## src/include/cache_axi_cfg.svh

```systemverilog
// beats are 4 bytes wide and LINE_WORDS must equal 2**BEAT_W since the beat index wraps
`ifndef CACHE_AXI_CFG_SVH
`define CACHE_AXI_CFG_SVH

// byte address width
`define CACHE_AXI_ADDR_W 32

// one AXI beat
`define CACHE_AXI_DATA_W 32

// words per line, also beats per burst
`define CACHE_AXI_LINE_WORDS 8

`define CACHE_AXI_BEAT_W 3 // log2 of line words

`endif

```

## src/cache_axi_pkg.sv

```systemverilog
// shared types for one cache port with the line size fixed by cache_axi_cfg.svh
`default_nettype none

`include "cache_axi_cfg.svh"

package cache_axi_pkg;

    // same bits seen as one vector or as bus words
    typedef union packed {
        logic [`CACHE_AXI_LINE_WORDS*`CACHE_AXI_DATA_W-1:0]     flat;
        logic [`CACHE_AXI_LINE_WORDS-1:0][`CACHE_AXI_DATA_W-1:0] words;
    } line_t;

    typedef enum logic [1:0] {
        IDLE,
        REQ,
        WAIT,
        FINISH
    } refill_state_t;

    typedef enum logic [1:0] {
        WB_IDLE,
        WB_ADDR,
        WB_DATA,
        WB_RESP
    } wb_state_t;

endpackage

`default_nettype wire

```

## src/refill_reader.sv

```systemverilog
// assumes the slave returns exactly one line of incrementing beats per read burst
`timescale 1ns/1ns
`default_nettype none

`include "cache_axi_cfg.svh"

module refill_reader import cache_axi_pkg::*; (
    input  logic                         clk,
    input  logic                         rst_n,
    input  logic                         rd_req,
    input  logic [`CACHE_AXI_ADDR_W-1:0] rd_addr,
    input  logic                         arready,
    input  logic                         rvalid,
    input  logic                         rlast,
    input  logic [`CACHE_AXI_DATA_W-1:0] rdata,
    output logic [`CACHE_AXI_ADDR_W-1:0] araddr,
    output logic                         arvalid,
    output logic                         rready,
    output logic                         beat_valid,
    output logic [`CACHE_AXI_BEAT_W-1:0] beat_index,
    output logic [`CACHE_AXI_DATA_W-1:0] beat_data,
    output logic                         finish
);

    refill_state_t                state_q;
    refill_state_t                state_d;
    logic [`CACHE_AXI_ADDR_W-1:0] addr_q;
    logic [`CACHE_AXI_BEAT_W-1:0] beat_cnt_q;

    always_ff @(posedge clk or negedge rst_n) begin
        if (!rst_n) begin
            state_q <= IDLE;
        end else begin
            state_q <= state_d;
        end
    end

    always_comb begin
        state_d = state_q;
        unique case (state_q)
            IDLE:    if (rd_req) state_d = REQ;
            REQ:     if (arready) state_d = WAIT;
            WAIT:    if (rvalid && rlast) state_d = FINISH;
            FINISH:  state_d = IDLE; // one cycle for the return strobe
            default: state_d = IDLE;
        endcase
    end

    // request address, taken only when the request is accepted
    always_ff @(posedge clk) begin
        if (state_q == IDLE && rd_req) begin
            addr_q <= rd_addr;
        end
    end

    always_ff @(posedge clk or negedge rst_n) begin
        if (!rst_n) begin
            beat_cnt_q <= '0;
        end else if (arvalid && arready) begin
            beat_cnt_q <= '0;
        end else if (beat_valid) begin
            beat_cnt_q <= beat_cnt_q + 1'b1;
        end
    end

    assign araddr     = addr_q;
    assign arvalid    = (state_q == REQ);
    assign rready     = (state_q == WAIT);
    assign beat_valid = rvalid && rready;
    assign beat_index = beat_cnt_q;
    assign beat_data  = rdata;
    assign finish     = (state_q == FINISH);

endmodule

`default_nettype wire

```

## src/line_assembler.sv

```systemverilog
// ret_line keeps the last refilled line until the next refill overwrites it word by word
`timescale 1ns/1ns
`default_nettype none

`include "cache_axi_cfg.svh"

module line_assembler import cache_axi_pkg::*; (
    input  logic                         clk,
    input  logic                         rst_n,
    input  logic                         beat_valid,
    input  logic [`CACHE_AXI_BEAT_W-1:0] beat_index,
    input  logic [`CACHE_AXI_DATA_W-1:0] beat_data,
    input  logic                         finish,
    output line_t                        ret_line,
    output logic                         ret_valid
);

    line_t line_q;

    always_ff @(posedge clk or negedge rst_n) begin
        if (!rst_n) begin
            line_q.flat <= '0;
        end else if (beat_valid) begin
            line_q.words[beat_index] <= beat_data; // slot picked by beat order
        end
    end

    // last beat was written on the edge that entered FINISH
    assign ret_valid     = finish;
    assign ret_line.flat = line_q.flat;

endmodule

`default_nettype wire

```

## src/writeback_buffer.sv

```systemverilog
// holds one dirty line and a request arriving while busy is dropped
`timescale 1ns/1ns
`default_nettype none

`include "cache_axi_cfg.svh"

module writeback_buffer import cache_axi_pkg::*; (
    input  logic                                             clk,
    input  logic                                             rst_n,
    input  logic                                             wr_req,
    input  logic [`CACHE_AXI_ADDR_W-1:0]                     wr_addr,
    input  logic [`CACHE_AXI_LINE_WORDS*`CACHE_AXI_DATA_W-1:0] wr_line,
    input  logic                                             done,
    output logic                                             wr_busy,
    output logic                                             start,
    output logic [`CACHE_AXI_ADDR_W-1:0]                     wb_addr,
    output line_t                                            wb_line
);

    logic busy_q;

    assign start = wr_req && !busy_q; // writer leaves idle on the capture edge

    always_ff @(posedge clk or negedge rst_n) begin
        if (!rst_n) begin
            busy_q <= 1'b0;
        end else if (start) begin
            busy_q <= 1'b1;
        end else if (done) begin
            busy_q <= 1'b0;
        end
    end

    // stays stable for the whole burst
    always_ff @(posedge clk) begin
        if (start) begin
            wb_addr      <= wr_addr;
            wb_line.flat <= wr_line;
        end
    end

    assign wr_busy = busy_q;

endmodule

`default_nettype wire

```

## src/writeback_writer.sv

```systemverilog
// writes one full line per burst and ignores the write response code
`timescale 1ns/1ns
`default_nettype none

`include "cache_axi_cfg.svh"

module writeback_writer import cache_axi_pkg::*; (
    input  logic                         clk,
    input  logic                         rst_n,
    input  logic                         start,
    input  logic [`CACHE_AXI_ADDR_W-1:0] wb_addr,
    input  line_t                        wb_line,
    input  logic                         awready,
    input  logic                         wready,
    input  logic                         bvalid,
    output logic [`CACHE_AXI_ADDR_W-1:0] awaddr,
    output logic                         awvalid,
    output logic [`CACHE_AXI_DATA_W-1:0] wdata,
    output logic                         wlast,
    output logic                         wvalid,
    output logic                         bready,
    output logic                         done
);

    localparam logic [`CACHE_AXI_BEAT_W-1:0] LAST_IDX = '1; // line words is a power of two

    wb_state_t                    state_q;
    wb_state_t                    state_d;
    logic [`CACHE_AXI_BEAT_W-1:0] idx_q;

    always_ff @(posedge clk or negedge rst_n) begin
        if (!rst_n) begin
            state_q <= WB_IDLE;
        end else begin
            state_q <= state_d;
        end
    end

    always_comb begin
        state_d = state_q;
        unique case (state_q)
            WB_IDLE: if (start) state_d = WB_ADDR;
            WB_ADDR: if (awready) state_d = WB_DATA;
            WB_DATA: if (wready && wlast) state_d = WB_RESP;
            WB_RESP: if (bvalid) state_d = WB_IDLE;
            default: state_d = WB_IDLE;
        endcase
    end

    // word index for the W channel
    always_ff @(posedge clk or negedge rst_n) begin
        if (!rst_n) begin
            idx_q <= '0;
        end else if (awvalid && awready) begin
            idx_q <= '0;
        end else if (wvalid && wready) begin
            idx_q <= idx_q + 1'b1;
        end
    end

    assign awaddr  = wb_addr;
    assign awvalid = (state_q == WB_ADDR);
    assign wvalid  = (state_q == WB_DATA);
    assign wdata   = wb_line.words[idx_q];
    assign wlast   = wvalid && (idx_q == LAST_IDX);
    assign bready  = (state_q == WB_RESP);
    assign done    = bready && bvalid; // buffer drops busy on the next edge

endmodule

`default_nettype wire

```

## src/cache_axi_bridge.sv

```systemverilog
// single cache port with fixed INCR bursts of one line and 4-byte beats, no ids or resp
`timescale 1ns/1ns
`default_nettype none

`include "cache_axi_cfg.svh"

module cache_axi_bridge import cache_axi_pkg::*; (
    input  logic                                               clk,
    input  logic                                               rst_n,
    // cache side
    input  logic                                               rd_req,
    input  logic [`CACHE_AXI_ADDR_W-1:0]                       rd_addr,
    output logic                                               ret_valid,
    output logic [`CACHE_AXI_LINE_WORDS*`CACHE_AXI_DATA_W-1:0] ret_line,
    input  logic                                               wr_req,
    input  logic [`CACHE_AXI_ADDR_W-1:0]                       wr_addr,
    input  logic [`CACHE_AXI_LINE_WORDS*`CACHE_AXI_DATA_W-1:0] wr_line,
    output logic                                               wr_busy,
    // AXI side
    output logic [`CACHE_AXI_ADDR_W-1:0]                       araddr,
    output logic                                               arvalid,
    input  logic                                               arready,
    input  logic [`CACHE_AXI_DATA_W-1:0]                       rdata,
    input  logic                                               rlast,
    input  logic                                               rvalid,
    output logic                                               rready,
    output logic [`CACHE_AXI_ADDR_W-1:0]                       awaddr,
    output logic                                               awvalid,
    input  logic                                               awready,
    output logic [`CACHE_AXI_DATA_W-1:0]                       wdata,
    output logic                                               wlast,
    output logic                                               wvalid,
    input  logic                                               wready,
    input  logic                                               bvalid,
    output logic                                               bready
);

    logic                         beat_valid;
    logic [`CACHE_AXI_BEAT_W-1:0] beat_index;
    logic [`CACHE_AXI_DATA_W-1:0] beat_data;
    logic                         finish;
    line_t                        ret_line_w;
    logic                         start;
    logic [`CACHE_AXI_ADDR_W-1:0] wb_addr;
    line_t                        wb_line;
    logic                         done;

    // read path
    refill_reader u_reader (
        .clk        (clk),
        .rst_n      (rst_n),
        .rd_req     (rd_req),
        .rd_addr    (rd_addr),
        .arready    (arready),
        .rvalid     (rvalid),
        .rlast      (rlast),
        .rdata      (rdata),
        .araddr     (araddr),
        .arvalid    (arvalid),
        .rready     (rready),
        .beat_valid (beat_valid),
        .beat_index (beat_index),
        .beat_data  (beat_data),
        .finish     (finish)
    );

    line_assembler u_assembler (
        .clk        (clk),
        .rst_n      (rst_n),
        .beat_valid (beat_valid),
        .beat_index (beat_index),
        .beat_data  (beat_data),
        .finish     (finish),
        .ret_line   (ret_line_w),
        .ret_valid  (ret_valid)
    );

    assign ret_line = ret_line_w.flat;

    // writeback path, independent of the read path
    writeback_buffer u_wb_buffer (
        .clk     (clk),
        .rst_n   (rst_n),
        .wr_req  (wr_req),
        .wr_addr (wr_addr),
        .wr_line (wr_line),
        .done    (done),
        .wr_busy (wr_busy),
        .start   (start),
        .wb_addr (wb_addr),
        .wb_line (wb_line)
    );

    writeback_writer u_wb_writer (
        .clk     (clk),
        .rst_n   (rst_n),
        .start   (start),
        .wb_addr (wb_addr),
        .wb_line (wb_line),
        .awready (awready),
        .wready  (wready),
        .bvalid  (bvalid),
        .awaddr  (awaddr),
        .awvalid (awvalid),
        .wdata   (wdata),
        .wlast   (wlast),
        .wvalid  (wvalid),
        .bready  (bready),
        .done    (done)
    );

endmodule

`default_nettype wire

```

## config.mk

```make
export PLATFORM = sky130hd
export DESIGN_NAME = cache_axi_bridge
export DESIGN_NICKNAME = d
export VERILOG_FILES = /design/src/cache_axi_pkg.sv /design/src/refill_reader.sv /design/src/line_assembler.sv /design/src/writeback_buffer.sv /design/src/writeback_writer.sv /design/src/cache_axi_bridge.sv
export VERILOG_INCLUDE_DIRS = /design/src /design/src/include
export SDC_FILE = /design/constraint.sdc
export NUM_CORES = 1
export LEC_CHECK = 0
export BUFFER_PORTS_ARGS = -buffer_cell sky130_fd_sc_hd__buf_2
export CAP_MARGIN = 20
export CORE_AREA = 2 2 283 285
export DETAILED_ROUTE_END_ITERATION = 10
export DIE_AREA = 0 0 285 287
export HOLD_SLACK_MARGIN = 0.15
export SLEW_MARGIN = 10
export SYNTH_ARGS = -nofsm -noshare
export SYNTH_HDL_FRONTEND = slang
export SYNTH_SLANG_ARGS = --single-unit
```

## constraint.sdc

```tcl
create_clock -name clk -period 9.3 [get_ports clk]
set_input_delay 0.465 -clock clk [delete_from_list [all_inputs] [get_ports clk]]
set_output_delay 0.465 -clock clk [all_outputs]
set_load 0.01 [all_outputs]
```

==> out/summary.txt <==
via count of the first global-routing pass -> 16037
Worst-Skew Late Latency -> 0.60 ns
crit path launch type -> flop
Syn Std Cell Area -> 21700 sq um
CTS tree -> built
post-synthesis average cell area -> 20.76 sq um
critical path depth in cells -> 4
buffers plus inverters on the worst setup path -> 2
chain of cells forming the critical path -> buf_4 > mux4_2 > mux2_2 > buf_2
VDD IR-drop max -> 0.1624 mV
starting utilization of the core area -> 27.60%
dominant combinational cell family by area after synthesis -> multiplexers
# setup viols final -> 0
leading post-synthesis cells by cell area -> edfxtp_1, dfrtp_1, mux2_2, mux4_2, ha_1
area of the core region -> 78610 sq um
clock slew seen by the registers of the worst setup and hold paths -> 0.06 ns
pwr dens -> 274.8 nW/um^2
GR Util All Layers -> 16.46%
Worst Hold Depth -> 2
post-place setup slack -> 6.162 ns
cell count after synthesis -> 1045
maximum number of pins on one net before global-route repair -> 119
worst setup path class -> reg2out
Sinks on Clock Net -> 587
Hold Violations, Final -> 0
average via count per standard cell -> 4.412
pin slew with the least headroom to its limit -> 1.083 ns
slew margin rel. -> 27.79%
cell with the largest stage delay on the worst path -> dfrtp_4
share of synthesized cell area in full adder, half adder and majority cells -> 0.6343%
count of flip-flops with a built-in enable after synthesis -> 320
final weighted congestion in routability-driven placement -> 0.8988
flop2flop setup slack -> 6.65 ns
Residual DRC -> 0
unrepaired setup endpoints after global routing -> false
primary flip-flop cell chosen by synthesis mapping -> edfxtp_1
largest fanout of any net on the critical path -> 42
depth of the worst register-to-register path -> 3
Nets -> 2506
Yosys reg bits -> 587
maximum clock frequency -> 271.6 MHz
post-cts hold buffer count -> 324
top cells by count, synth -> edfxtp_1, mux2_2, dfrtp_1, mux4_2, buf_2
post-synthesis share of cell area spent on and, or, nand and nor gates -> 0.6458%
Slowest Stage Delay on Critical Path -> 0.76 ns
cts repair resizes -> 0
top cell family by delay on the critical path -> buffers and inverters
setup_tns -> 0 ns
Final Cycle Share -> 39.59%
portion of netlist area occupied by mux cells -> 21.92%
CP Data Required Time -> 8.84 ns
final wirelength -> 68930 microns
outcome -> completed
Yosys Warn Count -> 0
ANT nets after route -> 0
sum of net half-perimeters after detailed placement -> 46160 microns
worst path arrival time -> 3.22 ns
antenna violations before repair -> 9
vias after detailed routing -> 14285
die height -> 287 microns
Critical Path Sink Type -> primary output
Pins Over Slew Limit -> 0
total die area -> 81800 sq um
Std-Cell Rows -> 103
first-pass GRT wire length -> 101100 microns
number of iterations in the first detailed-routing pass -> 5
maximum number of buffers from clock root to sink -> 3
xor/xnor cell area share of the yosys netlist -> 0.08073%
share of the synthesized area in compound gates (AO/OA/AOI/OAI) -> 0.3863%
time the worst path needs with I/O delays and setup -> 3.681 ns
I/O pin total -> 722
count of port buffers added during placement -> 721
Iteration-0 DRC Markers -> 642
overflow left after global routing -> 0
Root Buffer Master -> clkbuf_16
routed wire length per instance -> 21.29 microns
Leak -> 14.06 nW
dominant cell by count in the synthesized netlist -> edfxtp_1
count of maximum capacitance violations -> 0
worst hold path type -> in2reg
horizontal extent of the die -> 285 microns
depth of the CTS H-tree -> 3
Post-Syn Nets -> 1418
Final WS setup -> 5.619 ns
async set-reset flop share out of synthesis -> 45.49%
setup bufs post-CTS -> 0
area leader, netlist -> edfxtp_1
synthesis-to-layout area growth -> 47.58%
post-synthesis cell type count -> 31
fraction of synthesized cell area taken by the top area cell type -> 44.29%
sequential element share of the synthesized area -> 75.08%
Worst Skew -> 0.02630 ns
number of CTS-inserted buffers -> 67
ratio of cells with drive above 1 in the final layout -> 55.35%
[routing by layer]
metal | part of all wire (%) | GRT usage [%] | vias to the layer above
li1 | - | - | 6231
met1 | 38 | 18.70 | 7244
met2 | 50 | 28.93 | 685
met3 | 8.9 | 5.183 | 123
met4 | 3.3 | 6.257 | 2
met5 | 0.019 | 0 | -
[cell families (layout without fill, tap and decap cells)]
logic type,Yosys count,after routing
compound gates,12,12
xor+xnor,2,2
fa+ha+maj,11,11
buf+inv,50,1184
flops,587,587
mux,357,357
other cells,0,9
simple gates,26,26
[layout by cell type, fill, tap and decap left out, types with 2 or more instances in the layout]
cell           count
buf_8              2
nor2b_1            3
mux2_4             5
clkinvlp_4         2
nor2_4             6
and2_1             2
buf_4             15
bufinv_16          3
mux2i_1            3
clkbuf_8           6
diode_2            9
clkinv_2          12
clkinv_1           4
or3_2              2
dfrtp_1          264
xor2_1             2
mux4_2            64
edfxtp_1         320
mux2_2           285
clkbuf_1          12
inv_1              5
dfrtp_2            2
clkinv_8           3
nand2_1            5
ha_1              11
buf_2            720
nand2b_1           3
clkbuf_16         71
a21oi_1            5
dlygate4sd3_1    325
[final timing paths]
kind	end	startpoint
setup / recovery	wdata[9]	u_wb_writer.idx_q[1]$_DFFE_PN0P_
hold / removal	u_assembler.ret_line[72]$_DFFE_PN0P_	rdata[8]
setup reg to reg	u_wb_buffer.wb_line[174]$_DFFE_PN_	u_wb_buffer.wr_busy$_DFFE_PN0P_
hold reg to reg	u_assembler.ret_line[211]$_DFFE_PN0P_	u_assembler.ret_line[211]$_DFFE_PN0P_
max in group asynchronous	u_assembler.ret_line[178]$_DFFE_PN0P_	rst_n
min in group asynchronous	u_assembler.ret_line[27]$_DFFE_PN0P_	rst_n
[state kept, by name (all words and copies together) (netlist names)]
name and flops:
u_wb_buffer.wr_busy 1, u_assembler.ret_line 256, u_wb_writer.idx_q 3, u_reader.state_q 2, u_reader.araddr 32, u_wb_buffer.wb_addr 32, u_wb_buffer.wb_line 256, u_wb_writer.state_q 2
u_reader.beat_index 3
[through the flow]
stage               hold slack [ns]  area, sq um  std cells  total power, mW  utilization (%)
floorplan                    0.1694        21700       1045            5.122                -
global placement             0.4800        26550       2787            6.074            33.78
detailed placement           0.4867        26570       2788            6.144            33.80
CTS                          0.1545        31960       3227            8.889            40.66
global route                 0.1854        32020       3236            9.237            40.73
finish                       0.2033        32020       3238            8.798            40.74
[report_power, final]
group          switching (mW)  internal (mW)
logic                    1.21           1.24
registers               0.343           3.43
clock network            1.06           1.52
[cell type report]
type / count / area (sq um)
flip-flops and latches: 587 / 16300
multi-input cells: 408 / 5182
repair buffers: 1063 / 7027
diodes: 9 / 22.52
clock inverters: 26 / 246.5
fillers: 7128 / 46590
clock buffers: 89 / 1904
inverters: 6 / 30.03
well taps: 1050 / 1314
[worst register-to-register path, cell delays in order, from the launching register on]
cell and delay [ns]:
dfrtp_1 0.41, nand2b_1 0.24, inv_8 0.57, buf_4 0.99
(Power assumes the default switching activity.)
